## config.mk

```make
export PLATFORM = sky130hd
export DESIGN_NAME = dcache_ctrl
export DESIGN_NICKNAME = d
export VERILOG_FILES = /design/src/common/dcache_pkg.sv /design/src/dcache/dcache_ctrl.sv
export VERILOG_INCLUDE_DIRS = /design/src /design/src/common
export SDC_FILE = /design/constraint.sdc
export NUM_CORES = 1
export LEC_CHECK = 0
export BUFFER_PORTS_ARGS = -buffer_cell sky130_fd_sc_hd__buf_2
export CAP_MARGIN = 0
export CORE_MARGIN = 2
export CORE_UTILIZATION = 30
export CTS_CLUSTER_DIAMETER = 150
export DETAILED_ROUTE_END_ITERATION = 8
export REMOVE_ABC_BUFFERS = 1
export SYNTH_ARGS = -nofsm -noshare
export SYNTH_HDL_FRONTEND = slang
export SYNTH_SLANG_ARGS = --single-unit
```

## constraint.sdc

```tcl
create_clock -name clk -period 5.6 [get_ports clk]
set_input_delay 0.56 -clock clk [delete_from_list [all_inputs] [get_ports clk]]
set_output_delay 0.56 -clock clk [all_outputs]
set_load 0.005 [all_outputs]
```

## src/common/dcache_macros.svh

```systemverilog
`ifndef DCACHE_MACROS_SVH
`define DCACHE_MACROS_SVH

// address split is tag | index | word select | byte
`define DC_TAG_W 19
`define DC_INDEX_W 7
`define DC_WORD_SEL_W 4

// 128 lines of 64 bytes
`define DC_LINES 128
`define DC_WORDS_PER_LINE 16

// encoded as beats minus one
`define DC_BURST_LEN 15

// same code the cpu uses for a 32-bit access
`define DC_SIZE_WORD 4'b0100

// everything from here up bypasses the cache
`define DC_UNCACHE_BASE 32'hA000_0000

`endif

```

## src/common/dcache_pkg.sv

```systemverilog
`default_nettype none

`include "dcache_macros.svh"

package dcache_pkg;

  typedef logic [`DC_TAG_W-1:0] dc_tag_t;

  typedef logic [`DC_INDEX_W-1:0] dc_index_t;

  typedef logic [`DC_WORD_SEL_W-1:0] dc_word_sel_t;

  // msb first, matches the cpu byte address
  typedef struct packed {
    dc_tag_t      tag;
    dc_index_t    index;
    dc_word_sel_t word_sel;
    logic [1:0]   byte_sel;
  } dc_addr_fields_t;

  // one cpu address seen both ways
  typedef union packed {
    logic [31:0]     raw;
    dc_addr_fields_t f;
  } dc_addr_u;

endpackage

`default_nettype wire

```

## src/dcache/dcache_ctrl.sv

```systemverilog
`timescale 1ns/1ps
`default_nettype none

`include "dcache_macros.svh"

module dcache_ctrl (
  input  logic                     clk,
  input  logic                     rst,
  input  logic                     mem_valid_i,
  input  logic                     mem_write_i,
  input  dcache_pkg::dc_addr_u     mem_addr_i,
  input  logic [3:0]               mem_mask_i,
  input  logic [3:0]               mem_size_i,
  input  logic [31:0]              mem_wdata_i,
  output logic [31:0]              mem_rdata_o,
  output logic                     mem_ready_o,
  output logic [31:0]              ram_raddr_o,
  output logic                     ram_raddr_valid_o,
  output logic [7:0]               ram_rlen_o,
  output logic [3:0]               ram_rsize_o,
  input  logic                     ram_rdata_ready_i,
  input  logic [31:0]              ram_rdata_i,
  output logic [31:0]              ram_waddr_o,
  output logic                     ram_waddr_valid_o,
  output logic [3:0]               ram_wmask_o,
  output logic [3:0]               ram_wsize_o,
  output logic [7:0]               ram_wlen_o,
  output logic [31:0]              ram_wdata_o,
  input  logic                     ram_wdata_ready_i,
  input  logic                     hit_i,
  input  logic                     dirty_i,
  input  dcache_pkg::dc_tag_t      victim_tag_i,
  input  logic [31:0]              line_word_i,
  output dcache_pkg::dc_index_t    tag_index_o,
  output dcache_pkg::dc_tag_t      tag_o,
  output logic                     tag_wen_o,
  output logic                     dirty_o,
  output dcache_pkg::dc_word_sel_t data_word_sel_o,
  output logic                     data_wen_o,
  output logic [3:0]               data_wmask_o,
  output logic [31:0]              data_wdata_o
);
  import dcache_pkg::*;

  localparam logic [2:0] S_RESET      = 3'd0;
  localparam logic [2:0] S_IDLE       = 3'd1;
  localparam logic [2:0] S_WRITE_BACK = 3'd2;
  localparam logic [2:0] S_REFILL     = 3'd3;
  localparam logic [2:0] S_UNC_READ   = 3'd4;
  localparam logic [2:0] S_UNC_WRITE  = 3'd5;

  logic [2:0]   state;
  dc_word_sel_t burst_cnt;
  logic         ready_q;
  logic [31:0]  uncache_rdata;
  logic [31:0]  uncache_wdata;

  logic         uncached;
  logic         req;
  logic         rd_beat;
  logic         wr_beat;
  logic         last_beat;
  logic         in_burst;
  logic         refill_beat;
  logic         read_hit;
  logic         write_hit;
  logic         go_unc_rd;
  logic         go_unc_wr;
  logic         go_wb;
  logic         go_refill;
  logic [31:0]  line_addr;
  logic [31:0]  victim_addr;

  assign uncached  = mem_addr_i.raw >= `DC_UNCACHE_BASE;
  assign req       = (state == S_IDLE) && mem_valid_i && !ready_q; // ignore during ready
  assign rd_beat   = ram_raddr_valid_o && ram_rdata_ready_i;
  assign wr_beat   = ram_waddr_valid_o && ram_wdata_ready_i;
  assign last_beat = burst_cnt == dc_word_sel_t'(`DC_BURST_LEN);
  assign in_burst  = (state == S_WRITE_BACK) || (state == S_REFILL);

  assign line_addr   = {mem_addr_i.f.tag, mem_addr_i.f.index, {(`DC_WORD_SEL_W + 2){1'b0}}};
  assign victim_addr = {victim_tag_i, mem_addr_i.f.index, {(`DC_WORD_SEL_W + 2){1'b0}}};

  assign read_hit  = req && !uncached && hit_i && !mem_write_i;
  assign write_hit = req && !uncached && hit_i && mem_write_i;
  assign go_unc_rd = req && uncached && !mem_write_i;
  assign go_unc_wr = req && uncached && mem_write_i;
  assign go_wb     = req && !uncached && !hit_i && dirty_i;
  // clean miss, or the victim is already out
  assign go_refill = (req && !uncached && !hit_i && !dirty_i) ||
                     ((state == S_WRITE_BACK) && wr_beat && last_beat);

  always_ff @(posedge clk or posedge rst) begin
    if (rst) begin
      state             <= S_RESET;
      burst_cnt         <= '0;
      ready_q           <= 1'b0;
      ram_raddr_valid_o <= 1'b0;
      ram_waddr_valid_o <= 1'b0;
    end else begin
      ready_q <= 1'b0;
      case (state)
        S_RESET: begin
          state <= S_IDLE;
        end
        S_IDLE: begin
          burst_cnt <= '0;
          if (read_hit || write_hit) begin
            ready_q <= 1'b1;
          end else if (go_unc_rd) begin
            ram_raddr_valid_o <= 1'b1;
            state             <= S_UNC_READ;
          end else if (go_unc_wr) begin
            ram_waddr_valid_o <= 1'b1;
            state             <= S_UNC_WRITE;
          end else if (go_wb) begin
            ram_waddr_valid_o <= 1'b1;
            state             <= S_WRITE_BACK;
          end else if (go_refill) begin
            ram_raddr_valid_o <= 1'b1;
            state             <= S_REFILL;
          end
        end
        S_WRITE_BACK: begin
          if (wr_beat) begin
            burst_cnt <= burst_cnt + 1'b1; // wraps to 0 for the refill
            if (last_beat) begin
              ram_waddr_valid_o <= 1'b0;
              ram_raddr_valid_o <= 1'b1;
              state             <= S_REFILL;
            end
          end
        end
        S_REFILL: begin
          if (rd_beat) begin
            burst_cnt <= burst_cnt + 1'b1;
            if (last_beat) begin
              ram_raddr_valid_o <= 1'b0;
              state             <= S_IDLE; // request is looked up again
            end
          end
        end
        S_UNC_READ: begin
          if (rd_beat) begin
            ram_raddr_valid_o <= 1'b0;
            ready_q           <= 1'b1;
            state             <= S_IDLE;
          end
        end
        S_UNC_WRITE: begin
          if (wr_beat) begin
            ram_waddr_valid_o <= 1'b0;
            ready_q           <= 1'b1;
            state             <= S_IDLE;
          end
        end
        default: begin
          state <= S_IDLE;
        end
      endcase
    end
  end

  // request payload, loaded as a transfer starts
  always_ff @(posedge clk) begin
    if (go_refill) begin
      ram_raddr_o <= line_addr;
      ram_rlen_o  <= 8'(`DC_BURST_LEN);
      ram_rsize_o <= `DC_SIZE_WORD;
    end else if (go_unc_rd) begin
      ram_raddr_o <= mem_addr_i.raw;
      ram_rlen_o  <= 8'd0;
      ram_rsize_o <= mem_size_i;
    end
    if (go_wb) begin
      ram_waddr_o <= victim_addr;
      ram_wlen_o  <= 8'(`DC_BURST_LEN);
      ram_wsize_o <= `DC_SIZE_WORD;
      ram_wmask_o <= 4'hF;
    end else if (go_unc_wr) begin
      ram_waddr_o   <= mem_addr_i.raw;
      ram_wlen_o    <= 8'd0;
      ram_wsize_o   <= mem_size_i;
      ram_wmask_o   <= mem_mask_i;
      uncache_wdata <= mem_wdata_i;
    end
    if ((state == S_UNC_READ) && rd_beat) begin
      uncache_rdata <= ram_rdata_i;
    end
  end

  assign refill_beat = (state == S_REFILL) && rd_beat;

  assign tag_index_o = mem_addr_i.f.index;
  assign tag_o       = mem_addr_i.f.tag;
  assign tag_wen_o   = write_hit || (refill_beat && last_beat);
  assign dirty_o     = write_hit; // refill leaves the line clean

  assign data_word_sel_o = in_burst ? burst_cnt : mem_addr_i.f.word_sel;
  assign data_wen_o      = write_hit || refill_beat;
  assign data_wmask_o    = refill_beat ? 4'hF : mem_mask_i;
  assign data_wdata_o    = refill_beat ? ram_rdata_i : mem_wdata_i;

  assign ram_wdata_o = (state == S_WRITE_BACK) ? line_word_i : uncache_wdata;
  assign mem_rdata_o = uncached ? uncache_rdata : line_word_i;
  assign mem_ready_o = ready_q;

  a_one_channel: assert property (@(posedge clk) disable iff (rst)
    !(ram_raddr_valid_o && ram_waddr_valid_o));

  // the cpu sees each completion exactly once
  a_ready_pulse: assert property (@(posedge clk) disable iff (rst)
    mem_ready_o |=> !mem_ready_o);

endmodule

`default_nettype wire

```

Yosys cells after proc, flatten, opt, wreduce, memory -nomap -nowiden. Index checks and enable logic that the tools add are counted. W data, S select, Z words.

Mux-type cells: 46. Add/subtract/negate cells: 1. Reductions and logical operators: 39. Equal/unequal tests: 19. Magnitude comparators: 1. Bitwise operators: 1.

Operator list (number): $mux W32 (7); $mux W3 (11); $ge A32 B32 Y1 const B (1); $logic_and A1 B1 Y1 (19); $mux W1 (19); $mux W4 (4); $ne A2 B2 Y1 const B (8); $pmux W3 S5 (1); $ne A3 B3 Y1 const B (4); $pmux W4 S3 (1); $reduce_and A10 Y1 (1); $reduce_and A8 Y1 (1); $reduce_and A7 Y1 (1); $eq A3 B2 Y1 const B (2); $eq A3 B3 Y1 const B (2); $pmux W1 S3 (2); $reduce_bool A3 Y1 (2); $logic_not A1 Y1 (5); $logic_or A1 B1 Y1 (5); $ne A5 B5 Y1 const B (1); $add A4 B1 Y4 const B (1); $eq A4 B4 Y1 const B (1); $pmux W1 S4 (1); $reduce_bool A2 Y1 (2); other kinds (5) (5).

Bits of input ports: 163. Flip-flop bits (word level): 158. Output and inout port bits: 228. Logic and storage cells: 123.

Logic depth before layout (Yosys ltp).
Depth in word-level cells: 13. Mapped depth: 8. Mapped depth without buffers: 6.

Worst setup path after synthesis. No wires, ideal clock.

Path kind: input port to flip-flop. From: input mem_addr_i[30] (netlist name). To: register ram_waddr_o[10], enable pin. Setup time: 427 ps. Arrival: 2629 ps. Stages on the path: 4. Path buffers: 1. Data required time: 5173 ps. Slack: 2544 ps. Path through: o21ai_0 -> buf_2 -> nand3b_1 -> a21oi_1.

Longest elaborated chain between the ends: 6. Elaborated cells between the ends (all ways): 8. Those cells by class: order compare (1); reduce/logical (7).

Ends and longest elaborated chain: start: declaration (RTL line dcache_ctrl.sv:11) `input dcache_pkg::dc_addr_u mem_addr_i,`; $ge A32 B32 Y1 (no line) (*); $logic_not A1 Y1 (RTL line dcache_ctrl.sv:88) `assign go_wb = req && !uncached && !hit_i && dirty_i;`; $logic_and A1 B1 Y1 (3 in a row) (RTL line dcache_ctrl.sv:88); $reduce_bool A2 Y1 (no line) (*); end signal: assignment (RTL line dcache_ctrl.sv:176) `ram_waddr_o <= victim_addr;`; end signal: assignment (RTL line dcache_ctrl.sv:181) `ram_waddr_o <= mem_addr_i.raw;`; end: declaration (RTL line dcache_ctrl.sv:23) `output logic [31:0] ram_waddr_o,`.

Mark *: on every way between the ends. The rest lies on a longest branch, timed or not. A chain may end at the register's enable or synchronous reset.

Final worst setup path.
From: register state[2]. To: output ram_wdata_o[9].

Longest elaborated chain between the ends: 2.

Ends and longest elaborated chain: start: declaration (RTL line dcache_ctrl.sv:52) `logic [2:0] state;`; start signal: assignment (RTL line dcache_ctrl.sv:95) `state <= S_RESET;`; start signal: assignment (RTL line dcache_ctrl.sv:104) `state <= S_IDLE;`; start signal: assignment (RTL line dcache_ctrl.sv:112) `state <= S_UNC_READ;`; $eq A3 B2 Y1 (RTL line dcache_ctrl.sv:204) `assign ram_wdata_o = (state == S_WRITE_BACK) ? line_word_i : uncache_wdata;`; $mux W32 (RTL line dcache_ctrl.sv:204); end: declaration (RTL line dcache_ctrl.sv:28) `output logic [31:0] ram_wdata_o,`.

Every way passes these cells.

==> results.tsv <==
stage	metric	value	unit
route	initial drt markers	271	
yosys	number of enable flip-flop cells after synthesis	116	
yosys	Post-Synthesis Cells	605	
power_and_ir_drop	worst vdd ir	0.225	mV
critical_path	crit-path cells	nand2b_1 > nor2_4 > mux2_2 > buf_2	
route	DR vias	5747	
cts	htree depth	4	
placement	placer's final routability congestion estimate	0.828	
sta	Slew Limit Fails	0	
cts	Worst-Skew Late Latency	0.41	ns
sta	clk_skew	0.00867	ns
floorplanning	Core ar.	23300	um2
sta	final worst path period need	3.30	ns
global_routing	first-pass GRT wire length	31.0	mm
cts	clock root cell	clkbuf_16	
route	TritonRoute pass-1 iters	4	
sta	fmax	303	MHz
route	DRC Markers	0	
floorplanning	Die Wd	157	um
global_routing	gr usage total	0.168	
placement	# port buffers	382	
global_routing	busiest grt layer	met2	
yosys	FFs w/ async S/R, synth	0.0658	
yosys	Yosys cell types	46	
global_routing	grt ovf	0	
global_routing	routing usage on met3	0.0341	
finish	ANT cells	0	
critical_path	critical path launch point type	flip-flop	
sta	RSZ-0062 raised after global routing	no	
critical_path	CP required	5.04	ns
floorplanning	I/O pin total	391	
global_routing	met1 Resource Use GR	0.224	
critical_path	CP bufs+invs	1	
global_routing	pin count of the biggest net entering global routing	54	
yosys	Most used DFF post-synth	edfxtp_1	
route	average via count per standard cell	4.50	
sta	final period utilization	0.590	
cts	CTS tree	yes	
cts	Clock Pin Slew Worst Setup and Hold Paths	0.07	ns
critical_path	CP top delay family	simple AND/OR/NAND/NOR gates	
floorplanning	Rows	56	
sta	Finish-stage setup viols	0	
yosys	post-synth top area cell	edfxtp_1	
yosys	FF+latch count, synth	152	
global_routing	grt met2 use	0.278	
critical_path	CP Capture Type	primary output	
global_routing	initial antenna violation count	0	
critical_path	worst-path fanout max	34	
power_and_ir_drop	P_leak	4.37	nW
sta	Setup TNS	0	ns
run_status	status	finished clean	
route	Post-Route WL	21.7	mm
worst_hold_path	Hold Crit Class	in -> async	
yosys	syn_area_per_cell	11.7	um2
critical_path	CP Class	reg -> out	
sta	Slew HR	0.229	
critical_path	Levels on crit path	4	
critical_path	max incr delay on CP	0.86	ns
finish	fraction of layout cells with a size suffix above 1	0.516	
floorplanning	DIE AREA	24800	um2
cts	post-CTS sizing	0	
finish	design area	9580	um2
finish	Post-Route Utilization	0.412	
critical_path	r2r worst-path depth	4	
power_and_ir_drop	PwrDens	411	nW/um2
route	Final ANT Viol Nets	0	
finish	commonest cells after routing, fill and taps aside	382 x buf_2, 166 x nand2_1, 116 x edfxtp_1	
cts	Clock Tree Buf Depth	2	
sta	Worst Tran Pin Value	1.15	ns
placement	placed instance area	9010	um2
yosys	Yosys warning total	0	
floorplanning	initial core utilization	0.303	
route	drt wl/cell	17.0	um
sta	final hold viol count	0	
floorplanning	die extent in y	157	um
yosys	Syn Std Cell Area	7050	um2
run	maxcap violations	0	
cts	clock sinks	152	
critical_path	WP data arrival	2.74	ns
critical_path	Crit-path slowest cell	nor2_4	
finish	most common cell after layout, fill and taps aside	buf_2	
global_routing	vias in the first global route	5382	
placement	Post-DP HPWL	16.0	mm
finish	area delta synth->final	35.8	%
yosys	sequential area share after synthesis	0.603	
yosys	synth top area cells	edfxtp_1 49%, mux2_2 10%, nand2_1 8.8%, dfxtp_1 7.4%, buf_4 4.4%	
cts	CTS Buf Count	17	
cts	Post-CTS Setup Bufs	0	
cts	hold_buf cts	0	
finish	Final nets	1110	
yosys	Yosys top cell area share	0.494	
[per-stage QoR]
| step | worst slack (ns) | hold slack [ns] | power (W) | cells |
|---|---|---|---|---|
| 6_report | 2.30 | 0.122 | 0.00394 | 1278 |
| 5_1_grt | 2.14 | 0.139 | 0.00417 | 1278 |
| 4_1_cts | 2.25 | 0.121 | 0.00399 | 1278 |
| 3_5_place_dp | 2.42 | 0.446 | 0.00286 | 1246 |
| 3_3_place_gp | 2.46 | 0.441 | 0.00284 | 1246 |
| 2_1_floorplan | 0.804 | 0.400 | 0.00226 | 540 |
[registers in the layout (all words and copies together), names as in the netlist]
| signal | flops |
|---|---|
| ram_raddr_o | 32 |
| ram_waddr_o | 32 |
| uncache_rdata | 32 |
| uncache_wdata | 32 |
| burst_cnt | 4 |
| ram_rsize_o | 4 |
| ram_wmask_o | 4 |
| ram_wsize_o | 4 |
| state | 3 |
| mem_ready_o | 1 |
| ram_raddr_valid_o | 1 |
| ram_rlen_o | 1 |
| ram_waddr_valid_o | 1 |
| ram_wlen_o | 1 |
[where the power goes]
| group | internal [W] | leakage, nW | switching (W) |
|---|---|---|---|
| Sequential | 0.00156 | 1.42 | 0.000126 |
| Combinational | 0.000508 | 2.69 | 0.000630 |
| Clock | 0.000624 | 0.268 | 0.000485 |
| Total | 0.00270 | 4.37 | 0.00124 |
[worst register-to-register path: cells and delay by family, from the launching register on]
kind	cells	cell delay [ns]
flip-flops	1	0.58
AO/OA/AOI/OAI	1	0.61
AND/OR/NAND/NOR	3	1.35
[path summary, 6_finish.rpt]
check,to,slack (ns),start
max in group asynchronous,ram_waddr_valid_o,5.20,rst
worst min-delay path,ram_raddr_valid_o,0.12,rst
min in group clk,uncache_wdata[7],0.34,mem_wdata_i[7]
worst min register to register,ram_rsize_o[0],0.46,ram_rsize_o[0]
worst max-delay path,ram_wdata_o[9],2.30,state[2]
worst max register to register,ram_raddr_o[7],2.63,state[0]
[cell usage after synthesis (2+ instances only)]
library cell	number
nor2b_1	3
o21ai_0	20
mux2_2	64
a21oi_1	12
nand3b_1	3
a21o_1	4
nand4_1	2
nand2_1	166
a211o_1	3
dfxtp_1	26
a22o_1	18
a211oi_1	2
nor3_1	3
buf_2	20
inv_1	8
and2_1	34
nor2_1	6
or3_1	2
buf_1	3
buf_4	41
dfrtp_1	10
xor2_1	2
nand3_1	5
buf_6	2
edfxtp_1	116
nand2b_1	6
clkbuf_1	5
[logic make-up (layout without fill, tap and decap cells)]
group | count (synthesis) | in the layout | share of synthesized area
DFF | 152 | 152 | 0.603
AOI/OAI and AO/OA | 69 | 69 | 0.0686
adders and majority gates | 1 | 1 | 0.00177
muxes | 65 | 65 | 0.104
other | 1 | 8 | 0.000532
buffers and inverters | 80 | 427 | 0.0702
and+or+nand+nor | 235 | 235 | 0.150
xor gates and xnor gates | 2 | 2 | 0.00248
[final cells by class]
type,instances,area (um2)
flip-flops and latches,152,4250
multi-input cells,380,2380
clock inverters,14,140
fillers,2316,13700
clock buffers,18,429
well taps,319,399
inverters,8,30.0
repair buffers,387,1950
[metal layers]
metal / wire length [um] / vias to the layer above / part of all wire
li1: - / 2750 / -
met1: 9900 / 2753 / 0.46
met2: 10400 / 230 / 0.48
met3: 1140 / 14 / 0.052
met4: 248 / 0 / 0.011
met5: 0 / - / 0
Note: power is estimated with default switching activity, not from simulation.
